$ cat src/source/thumb_decode_params.svh
`ifndef THUMB_DECODE_PARAMS_SVH
`define THUMB_DECODE_PARAMS_SVH

// width of a built immediate, matching the core datapath
`define THUMB_WORD 32

// width of one Thumb instruction halfword
`define THUMB_HALF 16

// a literal load sees the PC as its own address plus 4
`define PC_READ_OFFSET 4

// the BL offset is formed while the second halfword is current, so the
// PC already sits 2 bytes past the start of the 32-bit instruction
`define BL_HALF_OFFSET 2

`endif

$ cat src/source/thumb_pkg.sv
package thumb_pkg;

    // major opcode classes, each value is a representative of bits 15:10
    typedef enum logic [5:0] {
        SHIFT_IMM       = 6'b000000,
        DATA_PROCESSING = 6'b010000,
        SPECIAL         = 6'b010001,
        LOAD_LITERAL    = 6'b010010,
        LOAD_STORE_IMM  = 6'b011000,
        LOAD_STORE_BYTE = 6'b011100,
        LOAD_STORE_HW   = 6'b100000,
        LOAD_STORE_SP_R = 6'b100100,
        GEN_PC_REL      = 6'b101000,
        GEN_SP_REL      = 6'b101010,
        MIS_16_BIT      = 6'b101100,
        COND_BRANCH     = 6'b110100,
        UNCOND_BRANCH   = 6'b111000,
        BL_PREFIX       = 6'b111100,
        BL_SUFFIX       = 6'b111110
    } opcode_e;

    // shift, add, subtract, move and compare forms, from bits 13:9
    typedef enum logic [4:0] {
        LSL  = 5'b00000,
        LSR  = 5'b00100,
        ASR  = 5'b01000,
        ADD3 = 5'b01110,
        SUB3 = 5'b01111,
        MOV8 = 5'b10000,
        CMP8 = 5'b10100,
        ADD8 = 5'b11000,
        SUB8 = 5'b11100
    } shift_imm_op_e;

    // register data-processing operations, from bits 9:6
    typedef enum logic [3:0] {
        DP_AND, DP_EOR, DP_LSL, DP_LSR, DP_ASR, DP_ADC, DP_SBC, DP_ROR,
        DP_TST, DP_RSB, DP_CMP, DP_CMN, DP_ORR, DP_MUL, DP_BIC, DP_MVN
    } dp_op_e;

    // miscellaneous 16-bit group, from bits 11:5
    typedef enum logic [6:0] {
        ADD_SP_IMM  = 7'b0000000,
        SUB_SP_IMM  = 7'b0000100,
        MISC_SXTH   = 7'b0010000,
        MISC_SXTB   = 7'b0010010,
        MISC_UXTH   = 7'b0010100,
        MISC_UXTB   = 7'b0010110,
        MISC_PUSH   = 7'b0100000,
        MISC_REV    = 7'b1010000,
        MISC_REV16  = 7'b1010010,
        MISC_REVSH  = 7'b1010110,
        MISC_POP    = 7'b1100000,
        MISC_OTHER  = 7'b1111111
    } misc_op_e;

    typedef struct packed {
        logic [5:0] op;
        logic [9:0] low;
    } t16_view_t;

    // first half of BL carries S and the upper offset bits
    typedef struct packed {
        logic [4:0] marker;
        logic       s;
        logic [9:0] imm10;
    } bl_prefix_t;

    // second half of BL carries J1, J2 and the lower offset bits
    typedef struct packed {
        logic [1:0]  marker;
        logic        j1;
        logic        link;
        logic        j2;
        logic [10:0] imm11;
    } bl_suffix_t;

    typedef union packed {
        bl_prefix_t pre;
        bl_suffix_t suf;
    } bl_view_u;

    typedef union packed {
        t16_view_t t16;
        bl_view_u  bl;
    } thumb_halfword_u;

    function automatic opcode_e major_class(logic [5:0] op_bits);
        casez (op_bits)
            6'b00????: return SHIFT_IMM;
            6'b010000: return DATA_PROCESSING;
            6'b010001: return SPECIAL;
            6'b01001?: return LOAD_LITERAL;
            6'b0110??: return LOAD_STORE_IMM;
            6'b0111??: return LOAD_STORE_BYTE;
            6'b1000??: return LOAD_STORE_HW;
            6'b1001??: return LOAD_STORE_SP_R;
            6'b10100?: return GEN_PC_REL;
            6'b10101?: return GEN_SP_REL;
            6'b1011??: return MIS_16_BIT;
            6'b1101??: return COND_BRANCH;
            6'b11100?: return UNCOND_BRANCH;
            6'b11110?: return BL_PREFIX;
            6'b11101?,
            6'b11111?: return BL_SUFFIX;
            // register-offset load/store and LDM/STM are outside the decoded set
            default:   return SPECIAL;
        endcase
    endfunction

    // the grouped forms ignore their low two bits, ADD3/SUB3 need all five
    function automatic shift_imm_op_e shift_key(logic [4:0] bits);
        if (bits[4:2] == 3'b011) begin
            return shift_imm_op_e'(bits);
        end
        return shift_imm_op_e'({bits[4:2], 2'b00});
    endfunction

    function automatic misc_op_e misc_key(logic [6:0] bits);
        casez (bits)
            7'b00000??: return ADD_SP_IMM;
            7'b00001??: return SUB_SP_IMM;
            7'b001000?: return MISC_SXTH;
            7'b001001?: return MISC_SXTB;
            7'b001010?: return MISC_UXTH;
            7'b001011?: return MISC_UXTB;
            7'b010????: return MISC_PUSH;
            7'b101000?: return MISC_REV;
            7'b101001?: return MISC_REV16;
            7'b101011?: return MISC_REVSH;
            7'b110????: return MISC_POP;
            default:    return MISC_OTHER;
        endcase
    endfunction

endpackage

$ cat src/source/thumb_pair_tracker.sv
`timescale 1ns/1ps
`include "thumb_decode_params.svh"

module thumb_pair_tracker (
    input  logic                       clk_i,
    input  logic                       rst_n_i,
    input  logic                       hw_valid_i,
    input  thumb_pkg::thumb_halfword_u hw_i,
    output logic                       second_half_o,
    output thumb_pkg::thumb_halfword_u prefix_hw_o,
    output logic                       complete_o,
    output logic                       pair_err_o
);
    import thumb_pkg::*;

    logic                   pending_q;
    logic [`THUMB_HALF-1:0] prefix_q;
    logic                   is_prefix;
    logic                   is_suffix;
    logic                   take_prefix;

    assign is_prefix = (major_class(hw_i.t16.op) == BL_PREFIX);
    assign is_suffix = (major_class(hw_i.t16.op) == BL_SUFFIX);

    // a prefix is only held when nothing is pending already
    assign take_prefix = hw_valid_i && !pending_q && is_prefix;

    assign second_half_o = pending_q;
    assign prefix_hw_o   = prefix_q;

    // with a prefix pending, whatever comes next ends an instruction,
    // either as the BL pair or as a plain 16-bit decode after a break
    assign complete_o = hw_valid_i && (pending_q || !is_prefix);
    assign pair_err_o = hw_valid_i && pending_q && !is_suffix;

    always_ff @(posedge clk_i or negedge rst_n_i) begin
        if (!rst_n_i) begin
            pending_q <= 1'b0;
        end else if (hw_valid_i) begin
            pending_q <= take_prefix;
        end
    end

    always_ff @(posedge clk_i) begin
        if (take_prefix) begin
            prefix_q <= hw_i;
        end
    end

    // a valid halfword either ends an instruction or leaves a prefix held
    prefix_consumed_a: assert property (
        @(posedge clk_i) disable iff (!rst_n_i)
        hw_valid_i |=> (pending_q == !$past(complete_o))
    ) else $error("pending prefix state does not follow the last halfword");

endmodule

$ cat src/source/thumb_imm_gen.sv
`timescale 1ns/1ps
`include "thumb_decode_params.svh"

module thumb_imm_gen (
    input  thumb_pkg::thumb_halfword_u hw_i,
    input  thumb_pkg::thumb_halfword_u prefix_hw_i,
    input  logic                       second_half_i,
    output logic [`THUMB_WORD-1:0]     imm_o,
    output logic                       has_imm_o
);
    import thumb_pkg::*;

    opcode_e       op_class;
    shift_imm_op_e shift_op;
    dp_op_e        dp_op;
    misc_op_e      misc_op;
    logic          bl_s;
    logic          bl_i1;
    logic          bl_i2;
    logic [24:0]   bl_offset;

    always_comb begin
        op_class = major_class(hw_i.t16.op);
        shift_op = shift_key(hw_i[13:9]);
        dp_op    = dp_op_e'(hw_i[9:6]);
        misc_op  = misc_key(hw_i[11:5]);

        // I1 and I2 are J1 and J2 folded with the sign from the prefix
        bl_s      = prefix_hw_i.bl.pre.s;
        bl_i1     = ~(hw_i.bl.suf.j1 ^ bl_s);
        bl_i2     = ~(hw_i.bl.suf.j2 ^ bl_s);
        bl_offset = {bl_s, bl_i1, bl_i2, prefix_hw_i.bl.pre.imm10,
                     hw_i.bl.suf.imm11, 1'b0};

        imm_o     = '0;
        has_imm_o = 1'b1;

        case (op_class)
            SHIFT_IMM: begin
                case (shift_op)
                    LSL, LSR, ASR: begin
                        imm_o = `THUMB_WORD'(hw_i[10:6]);
                    end
                    ADD3, SUB3: begin
                        imm_o = `THUMB_WORD'(hw_i[8:6]);
                    end
                    MOV8, CMP8, ADD8, SUB8: begin
                        imm_o = `THUMB_WORD'(hw_i[7:0]);
                    end
                    // register add and subtract carry no immediate
                    default: begin
                        has_imm_o = 1'b0;
                    end
                endcase
            end
            DATA_PROCESSING: begin
                // RSB is a subtract from an implicit zero
                if (dp_op != DP_RSB) begin
                    has_imm_o = 1'b0;
                end
            end
            LOAD_LITERAL: begin
                imm_o = `THUMB_WORD'({hw_i[7:0], 2'b00}) + `THUMB_WORD'(`PC_READ_OFFSET);
            end
            LOAD_STORE_IMM: begin
                imm_o = `THUMB_WORD'({hw_i[10:6], 2'b00});
            end
            LOAD_STORE_BYTE: begin
                imm_o = `THUMB_WORD'(hw_i[10:6]);
            end
            LOAD_STORE_HW: begin
                imm_o = `THUMB_WORD'({hw_i[10:6], 1'b0});
            end
            LOAD_STORE_SP_R, GEN_PC_REL, GEN_SP_REL: begin
                imm_o = `THUMB_WORD'({hw_i[7:0], 2'b00});
            end
            MIS_16_BIT: begin
                if (misc_op == ADD_SP_IMM || misc_op == SUB_SP_IMM) begin
                    imm_o = `THUMB_WORD'({hw_i[6:0], 2'b00});
                end else begin
                    has_imm_o = 1'b0;
                end
            end
            COND_BRANCH: begin
                // condition codes 1110 and 1111 are UDF and SVC, not branches
                if (hw_i[11:9] == 3'b111) begin
                    has_imm_o = 1'b0;
                end else begin
                    imm_o = `THUMB_WORD'($signed({hw_i[7:0], 1'b0}));
                end
            end
            UNCOND_BRANCH: begin
                imm_o = `THUMB_WORD'($signed({hw_i[10:0], 1'b0}));
            end
            BL_SUFFIX: begin
                // a suffix with no prefix in front of it is undefined
                if (second_half_i) begin
                    imm_o = `THUMB_WORD'($signed(bl_offset))
                          - `THUMB_WORD'(`BL_HALF_OFFSET);
                end else begin
                    has_imm_o = 1'b0;
                end
            end
            default: begin
                has_imm_o = 1'b0;
            end
        endcase
    end

    imm_known_a: assert final (!has_imm_o || !$isunknown(imm_o))
        else $error("immediate has unknown bits while marked valid");

endmodule

$ cat src/source/thumb_field_decode.sv
`timescale 1ns/1ps
`include "thumb_decode_params.svh"

module thumb_field_decode (
    input  logic                       clk_i,
    input  logic                       rst_n_i,
    input  logic                       hw_valid_i,
    input  thumb_pkg::thumb_halfword_u hw_i,
    input  logic                       complete_i,
    input  logic                       pair_err_i,
    input  logic [`THUMB_WORD-1:0]     imm_i,
    input  logic                       has_imm_i,
    output logic                       dec_valid_o,
    output thumb_pkg::opcode_e         op_class_o,
    output logic [2:0]                 rd_o,
    output logic [2:0]                 rn_o,
    output logic [2:0]                 rm_o,
    output logic [`THUMB_WORD-1:0]     imm_o,
    output logic                       has_imm_o,
    output logic                       pair_error_o
);
    import thumb_pkg::*;

    opcode_e       op_class;
    shift_imm_op_e shift_op;
    misc_op_e      misc_op;
    logic [2:0]    rd;
    logic [2:0]    rn;
    logic [2:0]    rm;
    logic          load_en;

    assign load_en = hw_valid_i && complete_i;

    // both suffix patterns fold into BL_SUFFIX, a broken pair keeps its own class
    always_comb begin
        op_class = major_class(hw_i.t16.op);
        shift_op = shift_key(hw_i[13:9]);
        misc_op  = misc_key(hw_i[11:5]);
        rd = '0;
        rn = '0;
        rm = '0;

        case (op_class)
            SHIFT_IMM: begin
                case (shift_op)
                    LSL, LSR, ASR, ADD3, SUB3: begin
                        rd = hw_i[2:0];
                        rn = hw_i[5:3];
                    end
                    MOV8, CMP8, ADD8, SUB8: begin
                        rd = hw_i[10:8];
                    end
                    // three-register add and subtract
                    default: begin
                        rd = hw_i[2:0];
                        rn = hw_i[5:3];
                        rm = hw_i[8:6];
                    end
                endcase
            end
            DATA_PROCESSING, LOAD_STORE_IMM, LOAD_STORE_BYTE, LOAD_STORE_HW: begin
                rd = hw_i[2:0];
                rn = hw_i[5:3];
            end
            LOAD_LITERAL, LOAD_STORE_SP_R, GEN_PC_REL, GEN_SP_REL: begin
                rd = hw_i[10:8];
            end
            MIS_16_BIT: begin
                // only the extend and byte-reverse forms name low registers
                if (misc_op inside {MISC_SXTH, MISC_SXTB, MISC_UXTH, MISC_UXTB,
                                    MISC_REV, MISC_REV16, MISC_REVSH}) begin
                    rd = hw_i[2:0];
                    rn = hw_i[5:3];
                end
            end
            default: begin
            end
        endcase
    end

    always_ff @(posedge clk_i or negedge rst_n_i) begin
        if (!rst_n_i) begin
            dec_valid_o  <= 1'b0;
            pair_error_o <= 1'b0;
            op_class_o   <= SHIFT_IMM;
            rd_o         <= '0;
            rn_o         <= '0;
            rm_o         <= '0;
            imm_o        <= '0;
            has_imm_o    <= 1'b0;
        end else begin
            dec_valid_o  <= load_en;
            pair_error_o <= load_en && pair_err_i;
            if (load_en) begin
                op_class_o <= op_class;
                rd_o       <= rd;
                rn_o       <= rn;
                rm_o       <= rm;
                imm_o      <= imm_i;
                has_imm_o  <= has_imm_i;
            end
        end
    end

    // a broken pair is always decoded, so its error pulse is never lost
    pair_error_decoded_a: assert property (
        @(posedge clk_i) disable iff (!rst_n_i)
        pair_err_i |-> complete_i
    ) else $error("pair error flagged on a halfword that completes no instruction");

endmodule

$ cat src/source/thumb_decode_top.sv
`timescale 1ns/1ps
`include "thumb_decode_params.svh"

module thumb_decode_top (
    input  logic                       clk_i,
    input  logic                       rst_n_i,
    input  logic                       hw_valid_i,
    input  thumb_pkg::thumb_halfword_u hw_i,
    output logic                       dec_valid_o,
    output thumb_pkg::opcode_e         op_class_o,
    output logic [2:0]                 rd_o,
    output logic [2:0]                 rn_o,
    output logic [2:0]                 rm_o,
    output logic [`THUMB_WORD-1:0]     imm_o,
    output logic                       has_imm_o,
    output logic                       pair_error_o
);
    import thumb_pkg::*;

    logic                   second_half;
    thumb_halfword_u        prefix_hw;
    logic                   complete;
    logic                   pair_err;
    logic [`THUMB_WORD-1:0] imm;
    logic                   has_imm;

    thumb_pair_tracker u_pair (
        .clk_i         (clk_i),
        .rst_n_i       (rst_n_i),
        .hw_valid_i    (hw_valid_i),
        .hw_i          (hw_i),
        .second_half_o (second_half),
        .prefix_hw_o   (prefix_hw),
        .complete_o    (complete),
        .pair_err_o    (pair_err)
    );

    // immediate is built combinationally and captured with the fields
    thumb_imm_gen u_imm (
        .hw_i          (hw_i),
        .prefix_hw_i   (prefix_hw),
        .second_half_i (second_half),
        .imm_o         (imm),
        .has_imm_o     (has_imm)
    );

    thumb_field_decode u_fields (
        .clk_i        (clk_i),
        .rst_n_i      (rst_n_i),
        .hw_valid_i   (hw_valid_i),
        .hw_i         (hw_i),
        .complete_i   (complete),
        .pair_err_i   (pair_err),
        .imm_i        (imm),
        .has_imm_i    (has_imm),
        .dec_valid_o  (dec_valid_o),
        .op_class_o   (op_class_o),
        .rd_o         (rd_o),
        .rn_o         (rn_o),
        .rm_o         (rm_o),
        .imm_o        (imm_o),
        .has_imm_o    (has_imm_o),
        .pair_error_o (pair_error_o)
    );

endmodule

$ cat config.mk
export PLATFORM = sky130hd
export DESIGN_NAME = thumb_decode_top
export DESIGN_NICKNAME = d
export VERILOG_FILES = /design/src/source/thumb_pkg.sv /design/src/source/thumb_pair_tracker.sv /design/src/source/thumb_imm_gen.sv /design/src/source/thumb_field_decode.sv /design/src/source/thumb_decode_top.sv
export VERILOG_INCLUDE_DIRS = /design/src /design/src/source
export SDC_FILE = /design/constraint.sdc
export NUM_CORES = 1
export LEC_CHECK = 0
export ABC_AREA = 1
export BUFFER_PORTS_ARGS = -buffer_cell sky130_fd_sc_hd__buf_2
export CORE_ASPECT_RATIO = 0.7
export CORE_MARGIN = 10
export CORE_UTILIZATION = 45
export DETAILED_ROUTE_END_ITERATION = 6
export MAX_ROUTING_LAYER = met4
export PLACE_DENSITY = 0.72
export SLEW_MARGIN = 20
export SYNTH_ARGS = -nofsm -noshare
export SYNTH_HDL_FRONTEND = slang
export SYNTH_SLANG_ARGS = --single-unit
$ cat constraint.sdc
create_clock -name clk_i -period 1.85 [get_ports clk_i]
set_clock_uncertainty 0.2 [all_clocks]
set_input_delay 0.555 -clock clk_i [delete_from_list [all_inputs] [get_ports clk_i]]
set_output_delay 0.555 -clock clk_i [all_outputs]
set_load 0.05 [all_outputs]
==> results.py, run 1 <==
metrics = {
    "grt": {
        "grt_overflow": 0,
        "grt_pass1_vias": 4031,
        "grt_pass1_wl_um": 21200,
        "track_usage_pct": 21.4,
        "grt_max_degree": 46,
        "antenna_found_initial": 0,
    },
    "critical_path": {
        "path_cells": "clkbuf_4 -> clkinvlp_4 -> ha_4 -> nand2_4 -> nor2_4 -> nand2_4 -> nor2_4 -> nand2_4 -> o21bai_1 -> nand3_1 -> nand2_1 -> nand2_1 -> nand2_1",
        "r2r-start": "u_pair.prefix_hw_o[0]",
        "worstRegToRegCells": 10,
        "cp_slowest_stage_delay_ns": 0.17,
        "regToRegSetupSlack_ns": 0.01,
        "rr_endpoint": "u_fields.imm_o[23]",
        "cp_data_arrival_time_ns": 1.88,
        "end_kind": "flip-flop",
        "cp_data_required_time_ns": 1.89,
        "cp-start-kind": "input port",
        "critical_path_class": "input port to flip-flop",
        "slowest_stage": "nor2_4",
        "cp_max_fo": 4,
    },
    "logic_synthesis": {
        "ys_warn_count": 0,
        "ys.flop_type": "dfrtp_1",
        "synth_area_per_cell_um2": 7.16,
        "synth_nets": 550,
        "synth_top_area_share_pct": 29.9,
        "yosys-top-cells-count": "nand2_1, dfrtp_1, nor2_1",
        "ys_ff_latch": 56,
        "synth_area_um2": 3770,
        "yosysSeqAreaShare_pct": 38.6,
        "yosys.area.top_type": "dfrtp_1",
        "synthCells": 527,
        "synth_edf_count": 11,
        "async_reset_ff_share_pct": 80.4,
        "synth.area.top_cells": "dfrtp_1, nand2_1, edfxtp_1",
        "synth_most_common_cell": "nand2_1",
        "netlist-cell-type-count": 40,
    },
    "sta": {
        "max_freq_mhz": 544,
        "min_period_ns": 1.84,
        "slew_headroom_pct": 79.5,
        "setup_viol": 0,
        "final_hold_viol_count": 0,
        "fin_ws_ns": 0.0110,
        "rsz0062_at_grt": "true",
        "timing.final.crit_share_pct": 99.4,
        "tightest_slew_ns": 0.303,
        "finalMaxSlewViolations": 0,
    },
    "power_and_ir_drop": {
        "p_clk_share_pct": 31.5,
        "p_sw_w": 0.00118,
        "peakVddDrop_uv": 413,
        "p_comb_share_pct": 28.8,
        "p_int_w": 0.00228,
        "p_sw_share_pct": 34.0,
        "p_seq_share_pct": 39.7,
        "leakagePower_nw": 2.85,
        "power_density_nw_per_um2": 633,
    },
    "drt": {
        "vias_per_cell": 5.38,
        "vias": 4266,
        "drt_drc_violations_left": 0,
        "drtIter0Drc": 433,
        "wire_per_inst_um": 17.3,
        "wl_um": 13700,
        "first_pass_iters": 6,
        "ant_nets": 0,
    },
    "clock_tree": {
        "postCtsHoldBufs": 0,
        "path_clk_slew_ns": 0.08,
        "cts_tree": "built",
        "cts_made_buffers": 5,
        "clockBufferDepth": 2,
        "cts_max_level": 2,
        "cts-root-buf": "clkbuf_16",
        "clkSinkCount": 56,
        "clk_latency_ns": 0.30,
    },
    "placement": {
        "routabilityCongestion": 0.940,
        "hpwlAfterDp_um": 10500,
        "pre_cts_ws_ns": -0.306,
        "numPortBuffers": 68,
        "place_inst": 773,
    },
    "floorplanning": {
        "core_um2": 8010,
        "chipWidth_um": 129,
        "io_pins": 69,
        "fp.dieH_um": 96.6,
        "dieArea_um2": 12500,
        "initial_core_util_pct": 47.1,
        "num_rows": 27,
    },
    "finish": {
        "final_nets": 714,
        "area_growth_pct": 44.9,
        "antennaDiodeCount": 0,
        "final_cells": 793,
        "layout-drive-gt1-share_pct": 39.3,
    },
    "run": {
        "maxCapViolations": 0,
    },
    "status": {
        "status": "finished clean",
    },
    "hold_path": {
        "hp-class": "input port to asynchronous set/reset pin",
    },
}
flip-flops by register name (all words and copies together), names as in the netlist:
| register | cells |
|---|---|
| u_pair.second_half_o | 1 |
| u_fields.dec_valid_o | 1 |
| u_fields.rd_o | 3 |
| u_fields.op_class_o | 6 |
| u_fields.imm_o | 26 |
| u_pair.prefix_hw_o | 11 |
| u_fields.rm_o | 3 |
| u_fields.rn_o | 3 |
| u_fields.has_imm_o | 1 |
| u_fields.pair_error_o | 1 |
how the worst max path moves through the flow:
stage                                     start                  to  slack (ns)  depth (start not counted)
final                                   hw_i[1]  u_fields.imm_o[23]        0.01                         13
after global placement                 hw_i[14]    u_fields.rd_o[1]       -0.30                         11
after global routing      u_pair.prefix_hw_o[0]  u_fields.imm_o[24]       -0.11                         11
after floorplan                        hw_i[10]  u_fields.imm_o[24]       -0.03                         12
after detailed placement               hw_i[14]    u_fields.rd_o[1]       -0.31                         11
after CTS                               hw_i[2]  u_fields.imm_o[17]      -0.003                         11
cell type report:
| class | instances | area (µm²) |
|---|---|---|
| sequential | 56 | 1460 |
| timing repair buffer | 186 | 1360 |
| tap | 101 | 126 |
| multi-input combinational | 392 | 2160 |
| fill | 678 | 2540 |
| inverter | 50 | 196 |
| clock inverter | 3 | 37.5 |
| clock buffer | 5 | 125 |
power by group through the flow:
| stage | logic [W] | clock network (W) | registers [W] |
|---|---|---|---|
| after floorplan | 0.000326 | 0 | 0.00165 |
| after global placement | 0.000946 | 0 | 0.00139 |
| after detailed placement | 0.000957 | 0 | 0.00140 |
| after CTS | 0.000959 | 0.00111 | 0.00137 |
| after global routing | 0.00107 | 0.00114 | 0.00138 |
| final | 0.000997 | 0.00109 | 0.00137 |
through the flow:
step	cell area (µm²)	hold WS [ns]	power, W	TNS, ns	util, %
6_report	5470	0.0310	0.00346	0	68.3
5_1_grt	5470	0.0461	0.00359	-0.704	68.3
4_1_cts	5170	0.0411	0.00344	-0.00374	64.6
3_5_place_dp	5010	0.259	0.00235	-10.62	62.6
3_3_place_gp	5010	0.255	0.00234	-9.40	62.6
2_1_floorplan	3840	0.0594	0.00197	-0.0432	-
cells in the final DEF (no fill, tap or decap), types with 7 or more instances in the layout:
| cell | instances |
|---|---|
| inv_1 | 33 |
| xor2_1 | 7 |
| nand2_2 | 14 |
| buf_12 | 8 |
| o22ai_1 | 13 |
| nor2_1 | 31 |
| buf_4 | 106 |
| nor3_1 | 8 |
| nand2_1 | 159 |
| o21ai_1 | 17 |
| nor2_2 | 11 |
| nand3_1 | 33 |
| buf_2 | 63 |
| edfxtp_1 | 11 |
| a21oi_1 | 8 |
| nand4_1 | 13 |
| inv_2 | 13 |
| o21ai_0 | 13 |
| dfrtp_1 | 45 |
| nor2_4 | 9 |
per-layer routing:
layer  vias up  GRT usage, %  part of all wire [%]
met2       173          29.9                    43
met3         9          4.84                   8.3
met5         -             -                     0
met1      2025          30.6                    48
met4         0          4.54                  0.57
li1       2059             -                     -
cell families after synthesis:
family	share of synthesized area, %
flip-flops	38.6
AND/OR/NAND/NOR	36.4
AO/OA/AOI/OAI	11.7
adder cells (fa/ha/maj)	1.33
XOR/XNOR	2.09
buffers and inverters	9.88
critical path, delay by kind of cell:
kind / cells / cell delay [ns]
simple gates: 9 / 0.78
buf+inv: 2 / 0.24
fa+ha+maj: 1 / 0.16
compound gates: 1 / 0.15
repair_timing:
action | in CTS | in global routing
endpoints found under the setup margin | 2 | 28
resized for setup | 0 | 65
pin swaps | 0 | 26
setup buffers | 0 | 12
No activity file was read; power rests on OpenSTA's default activity.
==> run 2: changes to the inputs <==
- ABC_AREA: 1 -> default
- CORE_UTILIZATION: 45 -> 56
- PLACE_DENSITY: 0.72 -> 0.85
==> run 2 against run 1 <==
Effect of this change:
- the run now fails in global routing (5_1_grt)
- area after synthesis fell by 2.7%
- synthesized cell count shrank 18%
==> results.py, run 2 <==
metrics = {
    "logic_synthesis": {
        "synth_edf_count": 11,
        "ys_warn_count": 0,
        "synth_most_common_cell": "nand2_1",
        "synth_nets": 454,
        "ys.flop_type": "dfrtp_1",
        "ys_ff_latch": 56,
        "async_reset_ff_share_pct": 80.4,
        "yosys-top-cells-count": "nand2_1, dfrtp_1, o21ai_0",
        "yosys.area.top_type": "dfrtp_1",
        "synth.area.top_cells": "dfrtp_1, edfxtp_1, nand2_1",
        "netlist-cell-type-count": 64,
        "yosysSeqAreaShare_pct": 39.7,
        "synth_area_per_cell_um2": 8.52,
        "synth_area_um2": 3670,
        "synth_top_area_share_pct": 30.7,
        "synthCells": 431,
    },
    "grt": {
        "grt_max_degree": 26,
    },
    "clock_tree": {
        "clkSinkCount": 56,
        "clockBufferDepth": 2,
        "cts_max_level": 2,
        "cts_made_buffers": 5,
        "cts-root-buf": "clkbuf_8",
    },
    "floorplanning": {
        "io_pins": 69,
        "fp.dieH_um": 87.7,
        "num_rows": 24,
        "chipWidth_um": 117,
        "initial_core_util_pct": 58.2,
    },
    "status": {
        "haltStage": "global routing (5_1_grt)",
        "tool.error": "[ERROR DPL-0038] Utilization greater than 100%, impossible to legalize",
        "status": "aborted with a tool error",
    },
    "placement": {
        "numPortBuffers": 68,
        "routabilityCongestion": 1.09,
        "hpwlAfterDp_um": 10600,
        "placed_area_um2": 5080,
    },
    "sta": {
        "endpoint_type": "register input",
        "postGrtWorstEndpoint": "u_fields.imm_o[30]$_DFFE_PN0P_/D",
    },
}
==> run 2: cell types whose count changed after synthesis, moves of 10 or more <==
cell      before  now
o21ai_1       11    0
inv_1         38   19
nor2_1        42   19
o21ai_0       20   34
nand3_1       37   16
inv_2         11    0
o211ai_1       4   14
clkbuf_1       0   27
xnor2_1        2   17
nand2_1      173   59
==> run 2: repair_timing <==
item | CTS
setup endpoints to repair | 38
setup buffers | 16
pin swaps | 28
hold buffers | 1
gates resized for setup | 76
hold endpoints to repair | 2
cloned | 3
==> run 2: kinds of logic after synthesis <==
group,Yosys count,share of synthesized area (%)
AND/OR/NAND/NOR,161,23.4
AO/OA/AOI/OAI,124,22.8
buffers and inverters,64,7.40
flip-flops,56,39.7
XOR/XNOR,18,4.29
multiplexers,4,1.12
adder cells (fa/ha/maj),4,1.36
==> run 2: through the flow <==
stage	worst slack, ns	std cells
after floorplan	-0.461	431
after global placement	-0.792	651
after detailed placement	-0.743	651
after CTS	-0.453	679
==> run 3: changes to the inputs <==
- CORE_ASPECT_RATIO: 0.7 -> default
- CORE_UTILIZATION: 56 -> 40
- MAX_ROUTING_LAYER: met4 -> default
- PLACE_DENSITY: 0.85 -> default
- PLACE_DENSITY_LB_ADDON: default -> 0.15
==> run 3 against run 2 <==
Effect of this change:
- the flow now finishes, with violations (setup timing)
- synthesized cell count unchanged
- area after synthesis stayed put
==> results.py, run 3 <==
metrics = {
    "hold_path": {
        "hp-class": "flip-flop to flip-flop",
    },
    "sta": {
        "fin_ws_ns": -0.491,
        "timing.final.crit_share_pct": 127,
        "setup_viol": 11,
        "tightest_slew_ns": 0.359,
        "finalMaxSlewViolations": 0,
        "rsz0062_at_grt": "true",
        "max_freq_mhz": 427,
        "hold_ws_ns": 0.285,
        "final_hold_viol_count": 0,
        "slew_headroom_pct": 75.9,
        "min_period_ns": 2.34,
    },
    "critical_path": {
        "cp_max_fo": 2,
        "end_kind": "flip-flop",
        "regToRegSetupSlack_ns": -0.49,
        "startpoint": "u_pair.prefix_hw_o[5]",
        "critical_path_class": "flip-flop to flip-flop",
        "r2r-start": "u_pair.prefix_hw_o[5]",
        "worstRegToRegCells": 5,
        "rr_endpoint": "u_fields.imm_o[30]",
        "crit_path_end": "u_fields.imm_o[30]",
        "cp_data_required_time_ns": 1.86,
        "cp_data_arrival_time_ns": 2.35,
        "cp-start-kind": "flip-flop",
    },
    "power_and_ir_drop": {
        "p_sw_w": 0.00120,
        "leakagePower_nw": 2.69,
        "p_int_w": 0.00216,
        "power_density_nw_per_um2": 558,
        "p_clk_share_pct": 24.9,
        "power.total_w": 0.00335,
        "p_sw_share_pct": 35.7,
        "p_comb_share_pct": 34.3,
        "p_seq_share_pct": 40.8,
        "peakVddDrop_uv": 432,
    },
    "logic_synthesis": {
        "synth_top_area_share_pct": 30.7,
        "yosys.area.top_type": "dfrtp_1",
        "yosysSeqAreaShare_pct": 39.7,
        "synth_edf_count": 11,
        "ys_ff_latch": 56,
        "synth_area_um2": 3670,
        "synth_most_common_cell": "nand2_1",
        "ys.flop_type": "dfrtp_1",
        "synth_area_per_cell_um2": 8.52,
        "netlist-cell-type-count": 64,
        "synth.area.top_cells": "dfrtp_1, edfxtp_1, nand2_1",
        "yosys-top-cells-count": "nand2_1, dfrtp_1, o21ai_0",
        "ys_warn_count": 0,
        "async_reset_ff_share_pct": 80.4,
        "synth_nets": 454,
        "synthCells": 431,
    },
    "finish": {
        "multiInputGateArea_um2": 2580,
        "fillers": 740,
        "area_growth_pct": 63.6,
        "seqCellArea_um2": 1460,
        "final_nets": 627,
        "final_cell_mix": "buf_4, nand2_1, buf_2, dfrtp_1, o21ai_1",
        "final_common_cell": "buf_4",
        "antennaDiodeCount": 0,
        "layout-drive-gt1-share_pct": 50.9,
        "top_register": "u_fields.imm_o",
        "largest_reg_flops": 26,
    },
    "floorplanning": {
        "chipWidth_um": 116,
        "fp.dieH_um": 116,
        "num_rows": 34,
        "dieArea_um2": 13400,
        "core_um2": 8850,
        "initial_core_util_pct": 41.5,
        "io_pins": 69,
    },
    "clock_tree": {
        "clkSinkCount": 56,
        "path_clk_slew_ns": 0.10,
        "clockBufferDepth": 2,
        "cts_max_level": 2,
        "clk_latency_ns": 0.32,
        "cts-root-buf": "clkbuf_8",
        "cts_made_buffers": 5,
        "cts_tree": "built",
    },
    "drt": {
        "drtIter0Drc": 243,
        "vias_per_cell": 5.71,
        "wire_per_inst_um": 19.8,
        "drt_drc_violations_left": 0,
        "vias": 4073,
        "first_pass_iters": 5,
        "ant_nets": 0,
        "wl_um": 14100,
    },
    "grt": {
        "grt_max_degree": 46,
        "antenna_found_initial": 0,
        "grt_pass1_vias": 4157,
        "grt_overflow": 0,
        "grt_pass1_wl_um": 21800,
        "track_usage_pct": 20.5,
    },
    "status": {
        "status": "complete, but fails checks",
        "violations": "setup timing",
    },
    "placement": {
        "routabilityCongestion": 0.913,
        "hpwlAfterDp_um": 10300,
        "numPortBuffers": 68,
    },
    "run": {
        "maxCapViolations": 0,
    },
}
## run 3: cell counts after synthesis
No cell type changed its count.
## run 3: worst min path at each step
stage                            from                    end  cells past startpoint
global route                  hw_i[9]  u_pair.prefix_hw_o[9]                      1
CTS                           rst_n_i     u_fields.imm_o[22]                      2
finish               u_fields.rn_o[0]       u_fields.rn_o[0]                      2
global placement    u_fields.imm_o[6]      u_fields.imm_o[6]                      2
floorplan                     rst_n_i   u_fields.dec_valid_o                      0
detailed placement  u_fields.imm_o[8]      u_fields.imm_o[8]                      2
## run 3: metal layers
layer  track usage (%)  vias up  wire [µm]
met4              7.59        0        391
met2              33.4      131       6980
met5                 0        -          0
li1                  -     1926          -
met1              26.8     1986       5980
met3              3.20       30        746
## run 3: power by group through the flow
stage               registers [W]  clock network, W  logic (W)
finish                    0.00137          0.000834    0.00115
global route              0.00137          0.000893    0.00122
CTS                       0.00137          0.000843    0.00106
detailed placement        0.00139                 0   0.000998
global placement          0.00139                 0   0.000991
floorplan                 0.00163                 0   0.000398
## run 3: area by class of cell
| cell class | instances | share of cell area (%) |
|---|---|---|
| Multi-Input combinational cell | 311 | 43.0 |
| Timing Repair Buffer | 210 | 27.2 |
| Sequential cell | 56 | 24.2 |
| Tap cell | 108 | 2.25 |
| Inverter | 20 | 1.50 |
| Clock buffer | 6 | 1.21 |
| Clock inverter | 2 | 0.583 |
## run 3: critical path, stage by stage, from the launching register on
cell	delay [ns]
edfxtp_1	0.41
or4_4	0.55
or3_4	0.34
or4_4	0.49
a21oi_2	0.16
o211ai_1	0.09
## run 3: kinds of logic (layout without fill, tap and decap cells)
| group | after synthesis | in the layout | share of synthesized area, % |
|---|---|---|---|
| AOI/OAI and AO/OA | 124 | 124 | 22.8 |
| xor gates and xnor gates | 18 | 18 | 4.29 |
| adders and majority gates | 4 | 4 | 1.36 |
| buffers and inverters | 64 | 238 | 7.40 |
| DFF | 56 | 56 | 39.7 |
| muxes | 4 | 4 | 1.12 |
| and+or+nand+nor | 161 | 161 | 23.4 |
## run 3: repair_timing
item	CTS	global route
hold endpoints to repair	0	1
pin swaps	28	42
setup buffers	16	4
cloned	0	0
endpoints found under the setup margin	42	46
gates resized for setup	54	89
hold buffers	0	1
## run 3: metrics by stage
step	std cells	utilization, %	instance area (µm²)	setup WS [ns]	TNS (ns)
floorplan	431	-	4070	-0.461	-6.40
global placement	687	58.2	5150	-0.512	-21.17
detailed placement	687	58.2	5150	-0.525	-22.26
CTS	709	63.1	5580	-0.485	-1.43
global route	713	67.9	6010	-0.543	-2.88
finish	713	67.9	6010	-0.491	-1.34
